## src/axi_wr_fifo_pkg.sv

```systemverilog
// AXI write packet FIFO types
package axi_wr_fifo_pkg;

   // channel field widths
   localparam int ID_W   = 4;
   localparam int ADDR_W = 32;
   // burst length field holds beats minus one
   localparam int LEN_W  = 8;
   localparam int DATA_W = 32;

   // address and response queue entries
   localparam int AW_DEPTH  = 4;
   // packet store size in beats
   localparam int PKT_DEPTH = 64;

   // one write address command, 44 bits
   typedef struct packed {
      logic [ID_W-1:0]   id;
      logic [ADDR_W-1:0] addr;
      logic [LEN_W-1:0]  len;
   } aw_cmd_t;

   // one data beat, 33 bits
   typedef struct packed {
      logic [DATA_W-1:0] data;
      logic              last;
   } w_beat_t;

   // standard AXI response codes
   typedef enum logic [1:0] {
      okay   = 2'b00,
      exokay = 2'b01,
      slverr = 2'b10,
      decerr = 2'b11
   } bresp_e;

   // one write response, 6 bits
   typedef struct packed {
      logic [ID_W-1:0] id;
      bresp_e          resp;
   } b_rsp_t;

   // address release FSM
   typedef enum logic [1:0] {
      rel_idle = 2'b00,
      rel_addr = 2'b01,
      rel_data = 2'b10
   } release_state_e;

endpackage

```

## src/sync_fifo.sv

```systemverilog
// Single clock valid/ready FIFO
`timescale 1ns/1ps
module sync_fifo #(
   parameter int WIDTH = 8,
   parameter int DEPTH = 4
) (
   input  logic             axi_aclk,
   input  logic             reset,
   input  logic [WIDTH-1:0] push_data,
   input  logic             push_valid,
   output logic             push_ready,
   output logic [WIDTH-1:0] pop_data,
   output logic             pop_valid,
   input  logic             pop_ready
);
   // pointer width kept at one bit minimum for a single entry
   localparam int PTR_W = (DEPTH > 1) ? $clog2(DEPTH) : 1;

   logic [WIDTH-1:0]           mem [DEPTH];
   logic [PTR_W-1:0]           wr_ptr;
   logic [PTR_W-1:0]           rd_ptr;
   logic [$clog2(DEPTH+1)-1:0] count;
   logic                       push_fire;
   logic                       pop_fire;

   // full blocks the push side, empty hides the head
   assign push_ready = (count != DEPTH);
   assign pop_valid  = (count != 0);
   assign pop_data   = mem[rd_ptr];
   assign push_fire  = push_valid && push_ready;
   assign pop_fire   = pop_valid && pop_ready;

   // storage array
   always_ff @(posedge axi_aclk) begin
      if (push_fire) begin
         mem[wr_ptr] <= push_data;
      end
   end

   // pointers wrap at DEPTH so any depth works
   always_ff @(posedge axi_aclk) begin
      if (reset) begin
         wr_ptr <= '0;
         rd_ptr <= '0;
         count  <= '0;
      end else begin
         if (push_fire) begin
            wr_ptr <= (wr_ptr == PTR_W'(DEPTH - 1)) ? '0 : wr_ptr + 1'b1;
         end
         if (pop_fire) begin
            rd_ptr <= (rd_ptr == PTR_W'(DEPTH - 1)) ? '0 : rd_ptr + 1'b1;
         end
         // occupancy holds when both sides fire
         if (push_fire && !pop_fire) begin
            count <= count + 1'b1;
         end else if (pop_fire && !push_fire) begin
            count <= count - 1'b1;
         end
      end
   end

endmodule

```

## src/wr_packet_store.sv

```systemverilog
// Write data packet store
`timescale 1ns/1ps
module wr_packet_store (
   input  logic                     axi_aclk,
   input  logic                     reset,
   input  axi_wr_fifo_pkg::w_beat_t s_w,
   input  logic                     s_wvalid,
   output logic                     s_wready,
   output axi_wr_fifo_pkg::w_beat_t rd_beat,
   output logic                     rd_valid,
   input  logic                     rd_ready,
   output logic                     pkt_avail
);
   import axi_wr_fifo_pkg::*;

   // beat memory
   w_beat_t                        mem [PKT_DEPTH];
   logic [$clog2(PKT_DEPTH)-1:0]   wr_ptr;
   logic [$clog2(PKT_DEPTH)-1:0]   rd_ptr;
   // beats held, full or partial bursts
   logic [$clog2(PKT_DEPTH+1)-1:0] beat_cnt;
   // complete bursts held
   logic [$clog2(PKT_DEPTH+1)-1:0] pkt_cnt;
   logic                           wr_fire;
   logic                           rd_fire;
   logic                           wr_last;
   logic                           rd_last;

   // upstream stalls only on a full store
   assign s_wready = (beat_cnt != PKT_DEPTH);
   assign wr_fire  = s_wvalid && s_wready;

   // head beat always offered
   // the release FSM gates reads to completed bursts
   assign rd_valid = (beat_cnt != 0);
   assign rd_beat  = mem[rd_ptr];
   assign rd_fire  = rd_valid && rd_ready;

   // burst boundaries on each side
   assign wr_last  = wr_fire && s_w.last;
   assign rd_last  = rd_fire && rd_beat.last;

   // at least one whole burst waiting
   assign pkt_avail = (pkt_cnt != 0);

   // payload memory write
   always_ff @(posedge axi_aclk) begin
      if (wr_fire) begin
         mem[wr_ptr] <= s_w;
      end
   end

   // write and read pointers
   always_ff @(posedge axi_aclk) begin
      if (reset) begin
         wr_ptr <= '0;
         rd_ptr <= '0;
      end else begin
         if (wr_fire) begin
            wr_ptr <= (wr_ptr == PKT_DEPTH - 1) ? '0 : wr_ptr + 1'b1;
         end
         if (rd_fire) begin
            rd_ptr <= (rd_ptr == PKT_DEPTH - 1) ? '0 : rd_ptr + 1'b1;
         end
      end
   end

   // beat occupancy
   always_ff @(posedge axi_aclk) begin
      if (reset) begin
         beat_cnt <= '0;
      end else begin
         case ({wr_fire, rd_fire})
            2'b10:   beat_cnt <= beat_cnt + 1'b1;
            2'b01:   beat_cnt <= beat_cnt - 1'b1;
            default: beat_cnt <= beat_cnt;
         endcase
      end
   end

   // completed burst count
   // up on a stored last beat, down on a read last beat
   always_ff @(posedge axi_aclk) begin
      if (reset) begin
         pkt_cnt <= '0;
      end else begin
         case ({wr_last, rd_last})
            2'b10:   pkt_cnt <= pkt_cnt + 1'b1;
            2'b01:   pkt_cnt <= pkt_cnt - 1'b1;
            default: pkt_cnt <= pkt_cnt;
         endcase
      end
   end

endmodule

```

## src/aw_release_gen.sv

```systemverilog
// Write address release FSM
`timescale 1ns/1ps
module aw_release_gen (
   input  logic                     axi_aclk,
   input  logic                     reset,
   input  axi_wr_fifo_pkg::aw_cmd_t q_aw,
   input  logic                     q_awvalid,
   output logic                     q_awready,
   input  logic                     pkt_avail,
   input  axi_wr_fifo_pkg::w_beat_t rd_beat,
   input  logic                     rd_valid,
   output logic                     rd_ready,
   output axi_wr_fifo_pkg::aw_cmd_t m_aw,
   output logic                     m_awvalid,
   input  logic                     m_awready,
   output axi_wr_fifo_pkg::w_beat_t m_w,
   output logic                     m_wvalid,
   input  logic                     m_wready
);
   import axi_wr_fifo_pkg::*;

   release_state_e state;
   release_state_e state_nxt;
   // address held while it waits downstream
   aw_cmd_t        aw_hold;

   // take an address only when its burst is fully stored
   assign q_awready = (state == rel_idle) && pkt_avail;

   assign m_aw      = aw_hold;
   assign m_awvalid = (state == rel_addr);

   // data valve
   // open only after the address handshake
   assign m_w       = rd_beat;
   assign m_wvalid  = (state == rel_data) && rd_valid;
   assign rd_ready  = (state == rel_data) && m_wready;

   always_comb begin
      state_nxt = state;
      case (state)
         rel_idle: begin
            if (q_awvalid && q_awready) begin
               state_nxt = rel_addr;
            end
         end
         rel_addr: begin
            if (m_awready) begin
               state_nxt = rel_data;
            end
         end
         rel_data: begin
            // burst closes on its last beat
            if (m_wvalid && m_wready && rd_beat.last) begin
               state_nxt = rel_idle;
            end
         end
         default: state_nxt = rel_idle;
      endcase
   end

   always_ff @(posedge axi_aclk) begin
      if (reset) begin
         state <= rel_idle;
      end else begin
         state <= state_nxt;
      end
   end

   // capture the popped command
   always_ff @(posedge axi_aclk) begin
      if (q_awvalid && q_awready) begin
         aw_hold <= q_aw;
      end
   end

endmodule

```

## src/axi_wr_packet_fifo.sv

```systemverilog
// AXI write packet FIFO top
`timescale 1ns/1ps
module axi_wr_packet_fifo (
   input  logic                     axi_aclk,
   input  logic                     reset,
   // upstream write address
   input  axi_wr_fifo_pkg::aw_cmd_t s_aw,
   input  logic                     s_awvalid,
   output logic                     s_awready,
   // upstream write data
   input  axi_wr_fifo_pkg::w_beat_t s_w,
   input  logic                     s_wvalid,
   output logic                     s_wready,
   // upstream response
   output axi_wr_fifo_pkg::b_rsp_t  s_b,
   output logic                     s_bvalid,
   input  logic                     s_bready,
   // downstream write address
   output axi_wr_fifo_pkg::aw_cmd_t m_aw,
   output logic                     m_awvalid,
   input  logic                     m_awready,
   // downstream write data
   output axi_wr_fifo_pkg::w_beat_t m_w,
   output logic                     m_wvalid,
   input  logic                     m_wready,
   // downstream response
   input  axi_wr_fifo_pkg::b_rsp_t  m_b,
   input  logic                     m_bvalid,
   output logic                     m_bready
);
   import axi_wr_fifo_pkg::*;

   // queued address toward the release FSM
   aw_cmd_t q_aw;
   logic    q_awvalid;
   logic    q_awready;

   // store read side
   w_beat_t rd_beat;
   logic    rd_valid;
   logic    rd_ready;
   logic    pkt_avail;

   // address queue
   sync_fifo #(
      .WIDTH ($bits(aw_cmd_t)),
      .DEPTH (AW_DEPTH)
   ) aw_queue (
      .axi_aclk   (axi_aclk),
      .reset      (reset),
      .push_data  (s_aw),
      .push_valid (s_awvalid),
      .push_ready (s_awready),
      .pop_data   (q_aw),
      .pop_valid  (q_awvalid),
      .pop_ready  (q_awready)
   );

   // whole bursts collected here
   wr_packet_store i_wr_packet_store (
      .axi_aclk  (axi_aclk),
      .reset     (reset),
      .s_w       (s_w),
      .s_wvalid  (s_wvalid),
      .s_wready  (s_wready),
      .rd_beat   (rd_beat),
      .rd_valid  (rd_valid),
      .rd_ready  (rd_ready),
      .pkt_avail (pkt_avail)
   );

   // pairs each address with its stored burst
   aw_release_gen i_aw_release_gen (
      .axi_aclk  (axi_aclk),
      .reset     (reset),
      .q_aw      (q_aw),
      .q_awvalid (q_awvalid),
      .q_awready (q_awready),
      .pkt_avail (pkt_avail),
      .rd_beat   (rd_beat),
      .rd_valid  (rd_valid),
      .rd_ready  (rd_ready),
      .m_aw      (m_aw),
      .m_awvalid (m_awvalid),
      .m_awready (m_awready),
      .m_w       (m_w),
      .m_wvalid  (m_wvalid),
      .m_wready  (m_wready)
   );

   // response return path
   sync_fifo #(
      .WIDTH ($bits(b_rsp_t)),
      .DEPTH (AW_DEPTH)
   ) b_queue (
      .axi_aclk   (axi_aclk),
      .reset      (reset),
      .push_data  (m_b),
      .push_valid (m_bvalid),
      .push_ready (m_bready),
      .pop_data   (s_b),
      .pop_valid  (s_bvalid),
      .pop_ready  (s_bready)
   );

endmodule

```

## config.mk

```make
export PLATFORM = sky130hd
export DESIGN_NAME = axi_wr_packet_fifo
export DESIGN_NICKNAME = d
export VERILOG_FILES = /design/src/axi_wr_fifo_pkg.sv /design/src/sync_fifo.sv /design/src/wr_packet_store.sv /design/src/aw_release_gen.sv /design/src/axi_wr_packet_fifo.sv
export SDC_FILE = /design/constraint.sdc
export NUM_CORES = 2
export LEC_CHECK = 0
export ABC_AREA = 1
export BUFFER_PORTS_ARGS = -buffer_cell sky130_fd_sc_hd__buf_2
export CORE_MARGIN = 4
export CORE_UTILIZATION = 50
export DETAILED_ROUTE_END_ITERATION = 12
export PLACE_DENSITY_LB_ADDON = 0.1
export REMOVE_ABC_BUFFERS = 1
export SLEW_MARGIN = 25
export SYNTH_ARGS = -nofsm -noshare
export SYNTH_HDL_FRONTEND = slang
export SYNTH_HIERARCHICAL = 1
export SYNTH_SLANG_ARGS = --single-unit
```

## constraint.sdc

```tcl
create_clock -name axi_aclk -period 3.51 [get_ports axi_aclk]
set_input_delay 0.702 -clock axi_aclk [delete_from_list [all_inputs] [get_ports axi_aclk]]
set_output_delay 0.702 -clock axi_aclk [all_outputs]
set_load 0.03 [all_outputs]
```

==> run_results.csv <==
group,metric,value,unit
route,vias,64900,
logic_synthesis,syn_area,96800,um2
clock_tree,cts_tree,"built",
die,rows,161,
worst_setup_path,cp.required,2.81,ns
clock_tree,cts_num_sinks,2408,
power,power.share.combinational,0.107,
sta,slew_headroom,0.266,
logic_synthesis,synth_sequential_area_ratio,0.742,
die,fp.coreArea,192000,um2
min_path,hold_class,"in -> reg",
logic_synthesis,synthTopCellsByCount,"edfxtp_1 (2356), nand2_1 (2330), nand3_1 (2000)",
logic_synthesis,synth_top_area_share,0.731,
finish,drive_above_1_share,0.143,
clock_tree,clk_pin_slew,0.06,ns
power,switching_share,0.243,
worst_setup_path,critPathBufInv,6,
clock_tree,cts_buffers,274,
worst_setup_path,worst_ep_arrival_time,3.18,ns
logic_synthesis,postSynth.asyncResetShare,0,
worst_setup_path,cp_common_cell,"nand3_1",
power,clkPwrFrac,0.396,
route,first_pass_iters,6,
route,avgRoutedWirePerCell,26.4,um
sta,fmax,0.257,GHz
sta,fin_ws,-0.374,ns
grt,grt_overflow_total,0,
logic_synthesis,yosysWarningCount,6,
status,failed_checks,"negative setup slack",
die,dieArea,201000,um2
route,ant_nets,0,
worst_setup_path,crit_path_end_kind,"output port",
logic_synthesis,ys_seq_elements,2408,
grt,grt_pass1_wl,422,mm
power,p_int,49.8,mW
power,peakVddDrop,0.414,mV
sta,setup_violations,33,
grt,grt_max_degree,89,
place,placed_cells,10500,
worst_setup_path,slowest_delay,0.47,ns
route,drtIter0Drc,7506,
sta,hold_violations,0,
place,io_buffers,179,
worst_setup_path,critPathMaxFanout,22,
logic_synthesis,post_synth_inst_count,7874,
power,switching_power,16.0,mW
die,initial_core_util,0.503,
die,ios,180,
route,wl,292,mm
clock_tree,clk_latency,0.91,ns
worst_setup_path,slowest_stage,"dfxtp_4",
place,hpwl,160,mm
place,place_ws,0.143,ns
worst_setup_path,setup.worst_path.start_class,"flip-flop",
finish,final_cells,11000,
sta,slew_viol_final,0,
grt,grt_use_total,0.288,
logic_synthesis,synth_top_area_cell,"edfxtp_1",
logic_synthesis,synth.avg_cell_area,12.3,um2
logic_synthesis,ys_types,38,
route,viasPerCell,5.88,
sta,skew,0.0344,ns
flow_run,drv_cap,0,
logic_synthesis,synthFlopType,"edfxtp_1",
status,status,"complete, but fails checks",
finish,nNetsFinal,8452,
logic_synthesis,yosys-top-cells-area,"edfxtp_1 (73%), nand3_1 (10%), nand2_1 (9.0%)",
finish,nFillCells,15200,
power,totalPowerFinal,65.9,mW
die,dieHeight,448,um
sta,rsz0062_at_grt,"true",
sta,finalCritPeriodShare,1.11,
power,power_frac_seq,0.497,
sta,finalCriticalPeriod,3.88,ns
place,gp_congestion,0.831,
clock_tree,ctsLongestPathBuffers,4,
sta,worst_slew_pin_slew,1.10,ns
sta,whs,0.0816,ns
finish,utilization,0.594,
die,die_w,448,um
finish,syn2layout_area_growth,18.2,%
clock_tree,htree_levels,5,
worst_setup_path,crit_type,"reg -> out",
logic_synthesis,synth_edf_count,2356,
clock_tree,clockRootBuffer,"clkbuf_16",
grt,grt_pass1_vias,61200,
worst_setup_path,path_cells,"inv_16 > buf_4 > bufbuf_16 > nand2_1 > nand3_1 > nand3_1 > nand3_1 > nand3_2 > buf_6 > nand3_1 > and2_4 > buf_12 > buf_4",
logic_synthesis,synth_most_common_cell,"edfxtp_1",
grt,antenna_found_initial,21,
route,route.detailed.drc,0,
power,p_leak,40.8,nW
worst_setup_path,crit_family,"buffers and inverters",
power,power_density,576,nW/um2
[layout make-up]
class / instances / area (um2) / share of cell area
multi-input cells: 4847 / 22700 / 0.199
well taps: 2526 / 3160 / 0.0276
repair inverters: 2 / 17.5 / 0.000153
inverters: 91 / 398 / 0.00348
diodes: 6 / 15.0 / 0.000131
clock buffers: 372 / 7500 / 0.0656
flip-flops and latches: 2408 / 71800 / 0.628
clock inverters: 76 / 464 / 0.00406
repair buffers: 707 / 8250 / 0.0722
[final timing paths]
path	start	endpoint	slack, ns	depth (start not counted)
setup / recovery	flip-flop	m_w[12]	-0.37	13
hold / removal	s_awvalid	aw_queue/wr_ptr[1]	0.08	3
hold reg to reg	i_wr_packet_store/pkt_cnt[0]	i_wr_packet_store/pkt_cnt[0]	0.49	1
setup reg to reg	flip-flop	i_wr_packet_store/pkt_cnt[5]	0.25	23
[layer usage]
metal  part of all wire  track usage
met4              0.032       0.0972
met5            0.00016            0
met1               0.41        0.403
met3              0.092       0.0537
met2               0.47        0.457
[per-stage QoR]
stage | TNS, ns | instance area (um2)
3_3_place_gp | 0 | 103000
5_1_grt | -12.87 | 114000
4_1_cts | -10.17 | 114000
3_5_place_dp | 0 | 103000
2_1_floorplan | -1877.57 | 93800
6_report | -9.12 | 114000
[sequential cells by signal, summed over array words and instances (netlist names), 6 cells and up, named ones only]
name,cells
i_wr_packet_store/mem,2112
aw_queue/mem,176
i_aw_release_gen/m_aw,44
b_queue/mem,24
i_wr_packet_store/beat_cnt,7
i_wr_packet_store/pkt_cnt,7
i_wr_packet_store/rd_ptr,6
i_wr_packet_store/wr_ptr,6
[power groups by stage]
| stage | clock (mW) | combinational, mW | sequential [mW] |
|---|---|---|---|
| 2_1_floorplan | 0 | 3.77 | 34.2 |
| 3_3_place_gp | 0 | 6.34 | 33.3 |
| 3_5_place_dp | 0 | 6.44 | 33.3 |
| 4_1_cts | 26.4 | 6.97 | 32.7 |
| 5_1_grt | 27.7 | 7.67 | 32.8 |
| 6_report | 26.1 | 7.04 | 32.7 |
[worst min-delay path, stage by stage]
cell and delay [ns]:
buf_2 0.10, a21oi_1 0.06, nor2_1 0.08
[placed cells by master, fill, tap and decap left out, drive strengths merged, types with 2 or more instances in the layout]
cell type	n
edfxtp	2356
nand2	2336
nand3	2000
buf	636
clkbuf	377
nor2	217
o21ai	119
inv	93
clkinv	69
dfxtp	52
dlygate4sd3	50
o22ai	50
a21oi	35
ha	26
and2	19
bufbuf	16
nand4	13
xor2	10
diode	6
nand3b	6
bufinv	5
fa	4
xnor2	4
nor3	3
clkinvlp	2
o211ai	2
[cells by family (layout without fill, tap and decap cells)]
kind of cell	count (synthesis)	in the layout	share of synthesized area
xor+xnor	14	14	0.00127
simple gates	4596	4596	0.206
compound gates	207	207	0.0121
flops	2408	2408	0.742
fa+ha+maj	30	30	0.00419
buf+inv	619	1248	0.0343
other cells	0	6	0
[repair_timing]
item / 4_1_cts / 5_1_grt
hold buffers: 50 / 0
gates cloned: 33 / 5
gates resized for setup: 234 / 54
pin swaps: 7 / 2
endpoints found under the setup margin: 33 / 36
endpoints found under the hold margin: 200 / 0
buffers inserted: 25 / 4
No activity file was read; power rests on OpenSTA's default activity.
